==> src/hw/rv_core_cfg.svh <==
`ifndef RV_CORE_CFG_SVH
`define RV_CORE_CFG_SVH

// Integer register file size, x0 included
`define RV_NUM_REGS 32

// Data memory depth in 32-bit words
// Byte addresses wrap at 4 * RV_DMEM_WORDS
`define RV_DMEM_WORDS 64

// Word index width into the data memory
`define RV_DMEM_AW 6

// Cycles from a sampled instr_valid to the output strobes
// Decode, execute and result each add one register stage
`define RV_PIPE_LATENCY 3

`endif

==> src/hw/rv_core_pkg.sv <==
package rv_core_pkg;

   // Major opcodes of the supported subset
   typedef enum logic [6:0] {
      OP_REG    = 7'b0110011,
      OP_IMM    = 7'b0010011,
      OP_LOAD   = 7'b0000011,
      OP_STORE  = 7'b0100011,
      OP_BRANCH = 7'b1100011
   } opcode_e;

   // One view per instruction format, fields from bit 31 down
   typedef struct packed {
      logic [6:0] funct7;
      logic [4:0] rs2;
      logic [4:0] rs1;
      logic [2:0] funct3;
      logic [4:0] rd;
      logic [6:0] opcode;
   } r_fmt_t;

   typedef struct packed {
      logic [11:0] imm;
      logic [4:0]  rs1;
      logic [2:0]  funct3;
      logic [4:0]  rd;
      logic [6:0]  opcode;
   } i_fmt_t;

   typedef struct packed {
      logic [6:0] imm_hi;   // imm[11:5]
      logic [4:0] rs2;
      logic [4:0] rs1;
      logic [2:0] funct3;
      logic [4:0] imm_lo;   // imm[4:0]
      logic [6:0] opcode;
   } s_fmt_t;

   typedef struct packed {
      logic       imm_12;
      logic [5:0] imm_10_5;
      logic [4:0] rs2;
      logic [4:0] rs1;
      logic [2:0] funct3;
      logic [3:0] imm_4_1;
      logic       imm_11;
      logic [6:0] opcode;
   } b_fmt_t;

   // Same word, four decodings
   typedef union packed {
      r_fmt_t r_fmt;
      i_fmt_t i_fmt;
      s_fmt_t s_fmt;
      b_fmt_t b_fmt;
   } instr_u;

   typedef enum logic [2:0] {
      OPC_ALU_R, OPC_ALU_I, OPC_LOAD, OPC_STORE, OPC_BRANCH, OPC_ILLEGAL
   } op_class_e;

   typedef enum logic [3:0] {
      ALU_ADD, ALU_SUB, ALU_SLL, ALU_SLT, ALU_SLTU,
      ALU_XOR, ALU_SRL, ALU_SRA, ALU_OR, ALU_AND
   } alu_op_e;

   // Branch conditions by funct3
   typedef enum logic [2:0] {
      BR_EQ = 3'b000, BR_NE = 3'b001, BR_LT = 3'b100,
      BR_GE = 3'b101, BR_LTU = 3'b110, BR_GEU = 3'b111
   } br_cond_e;

   // Access size in funct3[1:0], funct3[2] marks an unsigned load
   typedef enum logic [1:0] {
      MEM_B = 2'b00, MEM_H = 2'b01, MEM_W = 2'b10
   } mem_size_e;

   typedef struct packed {
      logic        valid;
      op_class_e   cls;
      alu_op_e     alu_op;
      logic [2:0]  funct3;
      logic [4:0]  rd;
      logic [4:0]  rs1;
      logic [4:0]  rs2;
      logic [31:0] imm;     // Sign-extended, B offset in bytes
   } dec_op_t;

   typedef struct packed {
      logic        valid;
      op_class_e   cls;
      logic [2:0]  funct3;
      logic [4:0]  rd;
      logic [31:0] value;   // ALU result or memory byte address
      logic [31:0] store_data;
      logic        taken;
      logic [31:0] offset;
   } exe_res_t;

   typedef struct packed {
      logic        valid;
      logic [4:0]  rd;
      logic [31:0] data;
   } wb_t;

endpackage

==> src/hw/instr_decoder.sv <==
`timescale 1ns/1ps

module instr_decoder import rv_core_pkg::*; (
   input  logic    clk,
   input  logic    rst_n,
   input  logic    instr_valid,
   input  instr_u  instr,
   output dec_op_t dec
);

   dec_op_t nxt;
   dec_op_t op_q;     // Decoded fields, loaded only with a valid word
   logic    valid_q;

   // funct3 to ALU op, bit 30 picks SUB or SRA
   // Immediate ops never take SUB since bit 30 is part of the immediate there
   function automatic alu_op_e alu_map(input logic [2:0] f3,
                                       input logic       alt,
                                       input logic       sub_ok);
      alu_op_e op;
      case (f3)
         3'b000:  op = (alt && sub_ok) ? ALU_SUB : ALU_ADD;
         3'b001:  op = ALU_SLL;
         3'b010:  op = ALU_SLT;
         3'b011:  op = ALU_SLTU;
         3'b100:  op = ALU_XOR;
         3'b101:  op = alt ? ALU_SRA : ALU_SRL;
         3'b110:  op = ALU_OR;
         default: op = ALU_AND;
      endcase
      return op;
   endfunction

   always_comb begin
      nxt        = '0;
      nxt.cls    = OPC_ILLEGAL;
      nxt.alu_op = ALU_ADD;             // Loads and stores use the adder
      nxt.funct3 = instr.r_fmt.funct3;  // Common fields sit at the same bits
      nxt.rd     = instr.r_fmt.rd;
      nxt.rs1    = instr.r_fmt.rs1;
      nxt.rs2    = instr.r_fmt.rs2;
      case (instr.r_fmt.opcode)
         OP_REG: begin
            nxt.cls    = OPC_ALU_R;
            nxt.alu_op = alu_map(instr.r_fmt.funct3, instr.r_fmt.funct7[5], 1'b1);
         end
         OP_IMM: begin
            nxt.cls    = OPC_ALU_I;
            nxt.imm    = {{20{instr.i_fmt.imm[11]}}, instr.i_fmt.imm};
            nxt.alu_op = alu_map(instr.i_fmt.funct3, instr.i_fmt.imm[10], 1'b0);
         end
         OP_LOAD: begin
            nxt.cls = OPC_LOAD;
            nxt.imm = {{20{instr.i_fmt.imm[11]}}, instr.i_fmt.imm};
         end
         OP_STORE: begin
            nxt.cls = OPC_STORE;
            nxt.imm = {{20{instr.s_fmt.imm_hi[6]}}, instr.s_fmt.imm_hi,
                       instr.s_fmt.imm_lo};
         end
         OP_BRANCH: begin
            nxt.cls = OPC_BRANCH;
            // Offset bits 12..1, bit 0 always zero
            nxt.imm = {{19{instr.b_fmt.imm_12}}, instr.b_fmt.imm_12,
                       instr.b_fmt.imm_11, instr.b_fmt.imm_10_5,
                       instr.b_fmt.imm_4_1, 1'b0};
         end
         default: nxt.cls = OPC_ILLEGAL;
      endcase
   end

   always_ff @(posedge clk or negedge rst_n) begin
      if (!rst_n) begin
         valid_q <= 1'b0;
      end else begin
         valid_q <= instr_valid;
      end
   end

   always_ff @(posedge clk) begin
      if (instr_valid) begin
         op_q <= nxt;
      end
   end

   always_comb begin
      dec       = op_q;
      dec.valid = valid_q;
   end

endmodule

==> src/hw/execute_unit.sv <==
`timescale 1ns/1ps
`include "rv_core_cfg.svh"

module execute_unit import rv_core_pkg::*; (
   input  logic     clk,
   input  logic     rst_n,
   input  dec_op_t  dec,
   input  wb_t      wb,
   output exe_res_t exe
);

   logic [31:0] regs [`RV_NUM_REGS];
   logic [31:0] rs1_val;
   logic [31:0] rs2_val;
   logic [31:0] op_b;
   logic [31:0] alu_res;
   logic        taken;
   exe_res_t    nxt;
   exe_res_t    res_q;
   logic        valid_q;

   // Own result register wins over the writeback in flight
   // A load result reaches the bypass only through wb one slot later
   function automatic logic [31:0] bypass(input logic [4:0]  idx,
                                          input logic [31:0] rf_val,
                                          input exe_res_t    ex,
                                          input wb_t         w);
      logic ex_alu;
      ex_alu = ex.valid && (ex.cls == OPC_ALU_R || ex.cls == OPC_ALU_I);
      if (idx == 5'd0) begin
         return '0;   // x0 reads zero
      end else if (ex_alu && ex.rd == idx) begin
         return ex.value;
      end else if (w.valid && w.rd == idx) begin
         return w.data;
      end
      return rf_val;
   endfunction

   // Architectural registers clear at reset and x0 is never written
   always_ff @(posedge clk or negedge rst_n) begin
      if (!rst_n) begin
         for (int i = 0; i < `RV_NUM_REGS; i++) begin
            regs[i] <= '0;
         end
      end else if (wb.valid && wb.rd != 5'd0) begin
         regs[wb.rd] <= wb.data;
      end
   end

   always_comb begin
      rs1_val = bypass(dec.rs1, regs[dec.rs1], exe, wb);
      rs2_val = bypass(dec.rs2, regs[dec.rs2], exe, wb);
   end

   assign op_b = (dec.cls == OPC_ALU_R) ? rs2_val : dec.imm;

   always_comb begin
      case (dec.alu_op)
         ALU_SUB:  alu_res = rs1_val - op_b;
         ALU_SLL:  alu_res = rs1_val << op_b[4:0];
         ALU_SLT:  alu_res = {31'b0, $signed(rs1_val) < $signed(op_b)};
         ALU_SLTU: alu_res = {31'b0, rs1_val < op_b};
         ALU_XOR:  alu_res = rs1_val ^ op_b;
         ALU_SRL:  alu_res = rs1_val >> op_b[4:0];
         ALU_SRA:  alu_res = $unsigned($signed(rs1_val) >>> op_b[4:0]);
         ALU_OR:   alu_res = rs1_val | op_b;
         ALU_AND:  alu_res = rs1_val & op_b;
         default:  alu_res = rs1_val + op_b;
      endcase
   end

   always_comb begin
      case (br_cond_e'(dec.funct3))
         BR_EQ:   taken = (rs1_val == rs2_val);
         BR_NE:   taken = (rs1_val != rs2_val);
         BR_LT:   taken = ($signed(rs1_val) < $signed(rs2_val));
         BR_GE:   taken = ($signed(rs1_val) >= $signed(rs2_val));
         BR_LTU:  taken = (rs1_val < rs2_val);
         BR_GEU:  taken = (rs1_val >= rs2_val);
         default: taken = 1'b0;   // Reserved conditions never branch
      endcase
   end

   always_comb begin
      nxt            = '0;
      nxt.cls        = dec.cls;
      nxt.funct3     = dec.funct3;
      nxt.rd         = dec.rd;
      nxt.value      = alu_res;   // Loads and stores get rs1 plus imm from the adder
      nxt.store_data = rs2_val;
      nxt.taken      = taken;
      nxt.offset     = dec.imm;
   end

   always_ff @(posedge clk or negedge rst_n) begin
      if (!rst_n) begin
         valid_q <= 1'b0;
      end else begin
         valid_q <= dec.valid;
      end
   end

   always_ff @(posedge clk) begin
      if (dec.valid) begin
         res_q <= nxt;
      end
   end

   always_comb begin
      exe       = res_q;
      exe.valid = valid_q;
   end

endmodule

==> src/hw/result_unit.sv <==
`timescale 1ns/1ps
`include "rv_core_cfg.svh"

module result_unit import rv_core_pkg::*; (
   input  logic        clk,
   input  logic        rst_n,
   input  exe_res_t    exe,
   output wb_t         wb,
   output logic        br_valid,
   output logic        br_taken,
   output logic [31:0] br_offset,
   output logic        illegal
);

   logic [31:0]           mem [`RV_DMEM_WORDS];
   logic [`RV_DMEM_AW-1:0] word_idx;
   logic [1:0]            byte_off;
   logic [3:0]            byte_en;
   logic [31:0]           wdata;
   logic [31:0]           rdata;
   logic [31:0]           lane;
   logic [31:0]           ld_val;
   logic                  is_store;
   logic                  wb_en;
   logic                  wb_valid_q;
   logic [4:0]            wb_rd_q;
   logic [31:0]           wb_data_q;

   // Word index wraps, low bits pick the byte lane
   assign word_idx = exe.value[`RV_DMEM_AW+1:2];
   assign byte_off = exe.value[1:0];
   assign is_store = exe.valid && exe.cls == OPC_STORE;

   // Store lanes, offsets beyond the access size are ignored
   always_comb begin
      case (mem_size_e'(exe.funct3[1:0]))
         MEM_B: begin
            byte_en = 4'b0001 << byte_off;
            wdata   = {4{exe.store_data[7:0]}};
         end
         MEM_H: begin
            byte_en = byte_off[1] ? 4'b1100 : 4'b0011;
            wdata   = {2{exe.store_data[15:0]}};
         end
         default: begin
            byte_en = 4'b1111;
            wdata   = exe.store_data;
         end
      endcase
   end

   always_ff @(posedge clk) begin
      for (int i = 0; i < 4; i++) begin
         if (is_store && byte_en[i]) begin
            mem[word_idx][8*i +: 8] <= wdata[8*i +: 8];
         end
      end
   end

   // Combinational read sees a store from the previous cycle
   assign rdata = mem[word_idx];

   always_comb begin
      case (mem_size_e'(exe.funct3[1:0]))
         MEM_B: begin
            lane   = rdata >> {byte_off, 3'b000};
            ld_val = exe.funct3[2] ? {24'b0, lane[7:0]} : {{24{lane[7]}}, lane[7:0]};
         end
         MEM_H: begin
            lane   = rdata >> {byte_off[1], 4'b0000};
            ld_val = exe.funct3[2] ? {16'b0, lane[15:0]} : {{16{lane[15]}}, lane[15:0]};
         end
         default: begin
            lane   = rdata;
            ld_val = rdata;
         end
      endcase
   end

   assign wb_en = exe.valid && exe.rd != 5'd0 &&
                  (exe.cls == OPC_ALU_R || exe.cls == OPC_ALU_I || exe.cls == OPC_LOAD);

   always_ff @(posedge clk or negedge rst_n) begin
      if (!rst_n) begin
         wb_valid_q <= 1'b0;
         br_valid   <= 1'b0;
         illegal    <= 1'b0;
      end else begin
         wb_valid_q <= wb_en;
         br_valid   <= exe.valid && exe.cls == OPC_BRANCH;
         illegal    <= exe.valid && exe.cls == OPC_ILLEGAL;
      end
   end

   always_ff @(posedge clk) begin
      if (wb_en) begin
         wb_rd_q   <= exe.rd;
         wb_data_q <= (exe.cls == OPC_LOAD) ? ld_val : exe.value;
      end
      if (exe.valid && exe.cls == OPC_BRANCH) begin
         br_taken  <= exe.taken;
         br_offset <= exe.offset;
      end
   end

   assign wb = '{valid: wb_valid_q, rd: wb_rd_q, data: wb_data_q};

endmodule

==> src/hw/rv_core_top.sv <==
`timescale 1ns/1ps

module rv_core_top import rv_core_pkg::*; (
   input  logic        clk,
   input  logic        rst_n,
   input  logic        instr_valid,
   input  instr_u      instr,
   output logic        wb_valid,
   output logic [4:0]  wb_rd,
   output logic [31:0] wb_data,
   output logic        br_valid,
   output logic        br_taken,
   output logic [31:0] br_offset,
   output logic        illegal
);

   dec_op_t  dec;
   exe_res_t exe;
   wb_t      wb;   // Also the register file write port

   instr_decoder decode_i (
      .clk,
      .rst_n,
      .instr_valid,
      .instr,
      .dec
   );

   execute_unit execute_i (
      .clk,
      .rst_n,
      .dec,
      .wb,
      .exe
   );

   result_unit result_i (
      .clk,
      .rst_n,
      .exe,
      .wb,
      .br_valid,
      .br_taken,
      .br_offset,
      .illegal
   );

   assign wb_valid = wb.valid;
   assign wb_rd    = wb.rd;
   assign wb_data  = wb.data;

endmodule

==> config.mk <==
export PLATFORM = sky130hd
export DESIGN_NAME = rv_core_top
export DESIGN_NICKNAME = d
export VERILOG_FILES = /design/src/hw/rv_core_pkg.sv /design/src/hw/instr_decoder.sv /design/src/hw/execute_unit.sv /design/src/hw/result_unit.sv /design/src/hw/rv_core_top.sv
export VERILOG_INCLUDE_DIRS = /design/src /design/src/hw
export SDC_FILE = /design/constraint.sdc
export NUM_CORES = 2
export LEC_CHECK = 0
export BUFFER_PORTS_ARGS = -buffer_cell sky130_fd_sc_hd__buf_2
export CAP_MARGIN = 5
export CORE_MARGIN = 1
export CORE_UTILIZATION = 57
export CTS_BUF_LIST = sky130_fd_sc_hd__clkbuf_2
export CTS_CLUSTER_DIAMETER = 30
export CTS_CLUSTER_SIZE = 25
export DETAILED_ROUTE_END_ITERATION = 10
export PLACE_DENSITY = 0.73
export SETUP_SLACK_MARGIN = 0.05
export SLEW_MARGIN = 20
export SYNTH_ARGS = -nofsm -noshare
export SYNTH_HDL_FRONTEND = slang
export SYNTH_SLANG_ARGS = --single-unit
==> constraint.sdc <==
create_clock -name clk -period 7.7 [get_ports clk]
set_input_delay 1.54 -clock clk [delete_from_list [all_inputs] [get_ports clk]]
set_output_delay 1.54 -clock clk [all_outputs]
set_load 0.02 [all_outputs]
* After elaboration in Yosys (flattened, before gate mapping) *
Memories as Yosys holds them, arrays and structs flattened. A register that Yosys moved wholly into a read port is not among the register bits.
Cells that the tools add are included.
Widths: inputs -> output; s select.

cells by class
  add/subtract/negate cells = 2
  magnitude comparators = 10
  eq/ne operators = 37
  shifts and indexed selects = 6
  multiplexer cells = 49
  bitwise logic cells = 6
  reduce and logical (&&, ||, !) cells = 28

operator list
  operator            number
  $bwmux 1024         1
  $mux 32             17
  $bmux 32 s5         2
  $pmux 32 s9         1
  $demux 32 s5        1
  $lt 32x32->1        4
  $pmux 32 s2         2
  $pmux 32 s3         1
  $ge 32x32->1        2
  $pmux 4 s7          2
  $add 32x32->32      1
  $and 32x32->32      1
  $eq 32x32->1        1
  $ne 32x32->1        1
  $or 32x32->32       1
  $shl 32x5->32       1
  $shr 32x5->16       1
  $shr 32x5->32       1
  $shr 32x5->8        1
  $sshr 32x5->32      1
  $sub 32x32->32      1
  $xor 32x32->32      1
  $eq 3x3->1 const B  9
  $eq 5x5->1          4
  28 further kinds    80

storage, ports and cells
  register bits = 1,264
  bits in writable memories = 2,048
  bits of input ports = 35
  output and inout port bits = 73
  word-level logic and storage cells = 194
  memories = 1

memory list
  memory        words  width  rd ports  clocked after memory_dff  wr ports  RTL line           RTL
  result_i.mem  64     32     1         1                         1         result_unit.sv:15  logic [31:0] mem [`RV_DMEM_WORDS];

* Depth between registers and ports, before layout *
  depth in word-level cells = 11
  mapped depth = 31
  gate-level depth less buffers = 24

* Modules after synthesis *
A second synthesis with hierarchy kept.

unflattened totals
  cells, all modules = 10,217
  area total of the unflattened synthesis = 151,606.7 µm²

by module, submodules not included
  module         times used  cells an instance  area each (µm²)
  result_unit    1           4,662              81,097.8
  execute_unit   1           5,450              68,884.8
  instr_decoder  1           105                1,624.1

* Least setup slack after synthesis *
OpenSTA, ideal clock, no wires.

  path type = reg2reg
  from = register decode_i.op_q, in the netlist decode_i.dec[32]
  to = register execute_i.res_q, in the netlist execute_i.exe[91], data pin
  setup time = 272 ps
  arrival time = 6,292 ps
  required time = 7,428 ps
  setup slack = 1,136 ps
  stages on the path, launching flop included = 32
  clock period less this slack = 6,564 ps
  cell sequence = edfxtp_1 buf_2 buf_4 buf_4 buf_4 buf_2 buf_4 buf_2 mux4_2 mux4_2 nand2_1 a21oi_1 a21oi_1 nor2_1 a21oi_1 nor2_1 inv_1 o21ai_0 ha_1 clkbuf_1 nor4_1 a21oi_1 o21a_1 o21ai_0 a21oi_1 o311ai_0 a221o_1 a21oi_1 a32o_1 nor2_1 a21oi_1 or4_1

between the ends
  longest elaborated chain between the ends = 9
  elaborated cells on any way between the ends = 25

RTL lines
  what                                                     RTL line                                RTL
  start: declaration                                       instr_decoder.sv:12                     dec_op_t op_q;
  start signal: assignment                                 instr_decoder.sv:82                     op_q <= nxt;
  branches (longest 5 deep; another with $bmux 32 s5)      -
  $mux 32 *                                                execute_unit.sv:37                      return rf_val;
  net execute_i.rs2_val[15]                                execute_unit.sv:14                      logic [31:0] rs2_val;
  $mux 32 *                                                execute_unit.sv:56                      assign op_b = (dec.cls == OPC_ALU_R) ? rs2_val : dec.imm;
  $add 32x32->32 / $sub 32x32->32 (equally long branches)  execute_unit.sv:69, execute_unit.sv:60
  $pmux 32 s9 *                                            execute_unit.sv:59                      case (dec.alu_op)
  net execute_i.alu_res[26]                                execute_unit.sv:16                      logic [31:0] alu_res;
  end signal: assignment                                   execute_unit.sv:106                     res_q <= nxt;
  end: declaration                                         execute_unit.sv:19                      exe_res_t res_q;

Mark *: on every way through the listed nets, which the timed path passes. The select of a mux whose other input is x is not followed.
A chain may end at the register's enable or synchronous reset.

* Final worst setup path *
  from = register decode_i.op_q, in the netlist decode_i.dec[33]
  to = register execute_i.res_q, in the netlist execute_i.exe[91], data pin

The elaborated chain is that of the path after synthesis.

==> flow_metrics.tcl <==
set metrics [dict create \
    drc 11 \
    port_buffers 107 \
    worstHoldPathType "in2reg" \
    antenna_found_initial 27 \
    wire_per_inst_um 35.77 \
    start_util_pct 57.42 \
    worstPathArrival_ns 9.17 \
    row_count 188 \
    clk_latency_ns 2.26 \
    avgSynthCellArea_sq_um 16.64 \
    fp.coreArea_sq_um 263000 \
    period_minus_slack_ns 7.231 \
    critPathKind "reg2reg" \
    synthFlopType "edfxtp_1" \
    tns_ns 0 \
    route.vias.total 93110 \
    ir_drop_mv 0.2016 \
    grt_pass1_wl_um 684300 \
    relSlewSlack_pct 18.90 \
    clock-sinks 3261 \
    failed_checks "design-rule violations" \
    cts_root_buf "clkbuf_2" \
    startpoint_type "flop" \
    synthCells 9075 \
    ys_seq_area_share_pct 61.40 \
    post-dp-hpwl_um 311700 \
    ys_ff_latch 3261 \
    yosysUniqueCellTypes 107 \
    synthTopCellsByCount "2226 x edfxtp_1, 1173 x mux4_2, 1029 x dfrtp_1, 991 x mux2_2, 534 x nor2_1" \
    finClkSkew_ns 0.1811 \
    dieArea_sq_um 267000 \
    yosysMostFrequentCell "edfxtp_1" \
    fp.dieH_um 516.7 \
    power_density_nw_per_um2 245.0 \
    grt-ovfl-total 0 \
    nets 9583 \
    syn_nets 9241 \
    cap_violations 0 \
    synth_edf_count 2226 \
    cts_tree "done" \
    cp.required_ns 9.64 \
    grt_max_degree 188 \
    worst_pin_slew_ns 1.217 \
    synth_top_area_share_pct 44.27 \
    cts_buffers 588 \
    path_clk_slew_ns 0.16 \
    layout-drive-gt1-share_pct 37.89 \
    fmax_mhz 138.3 \
    p_leak_nw 61.40 \
    drtAntennaViolNets 0 \
    final_core_util_pct 62.69 \
    grt_pass1_vias 92720 \
    wl_um 481500 \
    critical_path.endpoint_type "flop" \
    drv_slew 0 \
    syn_to_final_growth_pct 9.170 \
    firstDrtPassIters 11 \
    io-pin-count 108 \
    hold_viol_final 0 \
    gp_congestion 1.048 \
    cts_buffer_depth 4 \
    fin_crit_sh_pct 93.91 \
    syn-cell-area_sq_um 151000 \
    critPathMaxFanout 41 \
    ys_top_cells_by_area "edfxtp_1 44%, mux4_2 17%, dfrtp_1 17%" \
    grt_usage_pct 36.33 \
    rsz0062_at_grt "false" \
    die_x_um 516.7 \
    outcome "finished, violations left" \
    drt_iter0_drc 12860 \
    yosysWarningCount 0 \
    htreeDepth 6 \
    setup_viol 0 \
    async_reset_ff_share_pct 31.55 \
    avgViaCountPerCell 6.917 \
    synth_area_leader_cell "edfxtp_1" \
]
-- worst paths after layout --
kind	to	start	slack, ns	cells past startpoint
min	decode_i.dec[36]	instr[24]	0.17	2
max reg2reg	execute_i.exe[91]	decode_i.dec[33]	0.47	24
max	execute_i.exe[91]	decode_i.dec[33]	0.47	24
max in group asynchronous	decode_i.valid_q	rst_n	5.63	4
min in group asynchronous	execute_i.regs[235]	rst_n	0.51	3
min reg2reg	execute_i.exe[99]	decode_i.dec[44]	0.40	0
-- placed cells by master, fill, tap and decap left out, types with 21 or more instances in the layout --
cell type,Yosys,layout
edfxtp_1,2226,2226
mux4_2,1173,1173
dfrtp_1,1029,1028
mux2_2,991,983
clkbuf_2,2,646
nor2_1,534,513
nand2_1,362,345
buf_4,44,297
a21oi_1,284,283
mux2i_1,216,214
o21ai_0,220,212
inv_1,140,139
a22oi_1,130,130
ha_1,129,129
nand3_1,107,107
buf_2,126,106
clkinvlp_4,0,84
clkinv_2,0,80
nor3_1,76,74
bufinv_16,0,74
clkinv_1,1,71
dlygate4sd3_1,0,62
inv_6,0,58
nand4_1,44,44
clkinv_4,0,44
diode_2,0,41
a221oi_1,41,41
buf_12,0,37
a211oi_1,33,32
nand2b_1,31,31
o22ai_1,28,28
nor2b_1,31,28
and2_1,30,28
o211ai_1,27,27
a21o_1,26,26
xnor2_1,25,25
o21bai_1,25,25
and3_1,24,24
a31oi_1,21,21
-- metal layers --
metal | vias up | wire length, um | global-route usage [%]
met1 | 48620 | 174900 | 47.42
met3 | 1390 | 48510 | 8.324
li1 | 37090 | - | -
met2 | 5988 | 224300 | 55.85
met5 | - | 193 | 0
met4 | 24 | 33520 | 22.35
-- power breakdown --
part / internal, mW / leakage (nW) / total, mW / switching (mW)
clock: 5.28 / 4.72 / 12.7 / 7.45
sequential: 19.6 / 34.2 / 20.2 / 0.586
combinational: 3.06 / 22.4 / 7.49 / 4.43
-- through the flow --
stage               hold WS [ns]  total power [mW]  cell area (sq um)  setup slack, ns  instances
floorplan                 0.4003             24.92             151000            1.136       9075
global placement          0.3779             27.71             156200           0.6931      12270
detailed placement        0.3842             27.85             156200           0.7348      12270
CTS                     0.008097             40.36             164600           0.7231      13410
global route              0.1637             41.61             164800           0.3389      13430
finish                    0.1664             40.40             164900           0.4687      13460
-- final cells by class --
type / count / area (sq um)
well taps: 3515 / 4398
repair buffers: 509 / 4248
clock inverters: 431 / 4583
clock buffers: 646 / 3233
fillers: 18940 / 98130
diodes: 41 / 102.6
multi-input cells: 4915 / 55020
inverters: 142 / 533.0
flip-flops and latches: 3261 / 92740
-- kinds of logic after synthesis --
family / synth area share, %
muxes: 26.32
xor gates and xnor gates: 0.2262
adders and majority gates: 1.095
buffers and inverters: 2.500
AOI/OAI and AO/OA: 4.473
and+or+nand+nor: 3.992
DFF: 61.40
-- registers in the layout, indices dropped and copies added, names as in the netlist, named ones only --
| register | cells |
|---|---|
| result_i.illegal | 1 |
| result_i.wb_rd_q | 5 |
| decode_i.valid_q | 1 |
| execute_i.exe | 89 |
| result_i.mem | 2048 |
| result_i.wb_data_q | 32 |
| execute_i.regs | 1024 |
| execute_i.valid_q | 1 |
| result_i.br_taken | 1 |
| result_i.br_valid | 1 |
| result_i.br_offset | 13 |
| decode_i.dec | 38 |
| result_i.wb_valid_q | 1 |
-- what timing repair did --
action                                 4_1_cts  5_1_grt
endpoints found under the hold margin      201        0
hold buffers                                63        0
setup buffers                                0        0
resized for setup                            0        0
-- critical path, cell delays in order, from the launching register on --
cell	delay, ns
edfxtp_1	0.66
xnor2_1	0.41
nand4_1	0.34
nor2_4	0.59
buf_12	0.32
a21oi_1	0.27
nor2_1	0.17
a21oi_1	0.06
nor2_1	0.20
inv_1	0.09
o21ai_0	0.44
ha_1	0.35
nor4_1	0.29
buf_4	0.18
a21oi_1	0.06
o21a_1	0.14
o21ai_0	0.08
a21oi_1	0.07
o311ai_0	0.81
a221o_1	0.36
a21oi_1	0.11
a32o_1	0.23
nor2_1	0.08
a21oi_1	0.05
or4_1	0.53
Power figures use the tool's default switching activity.
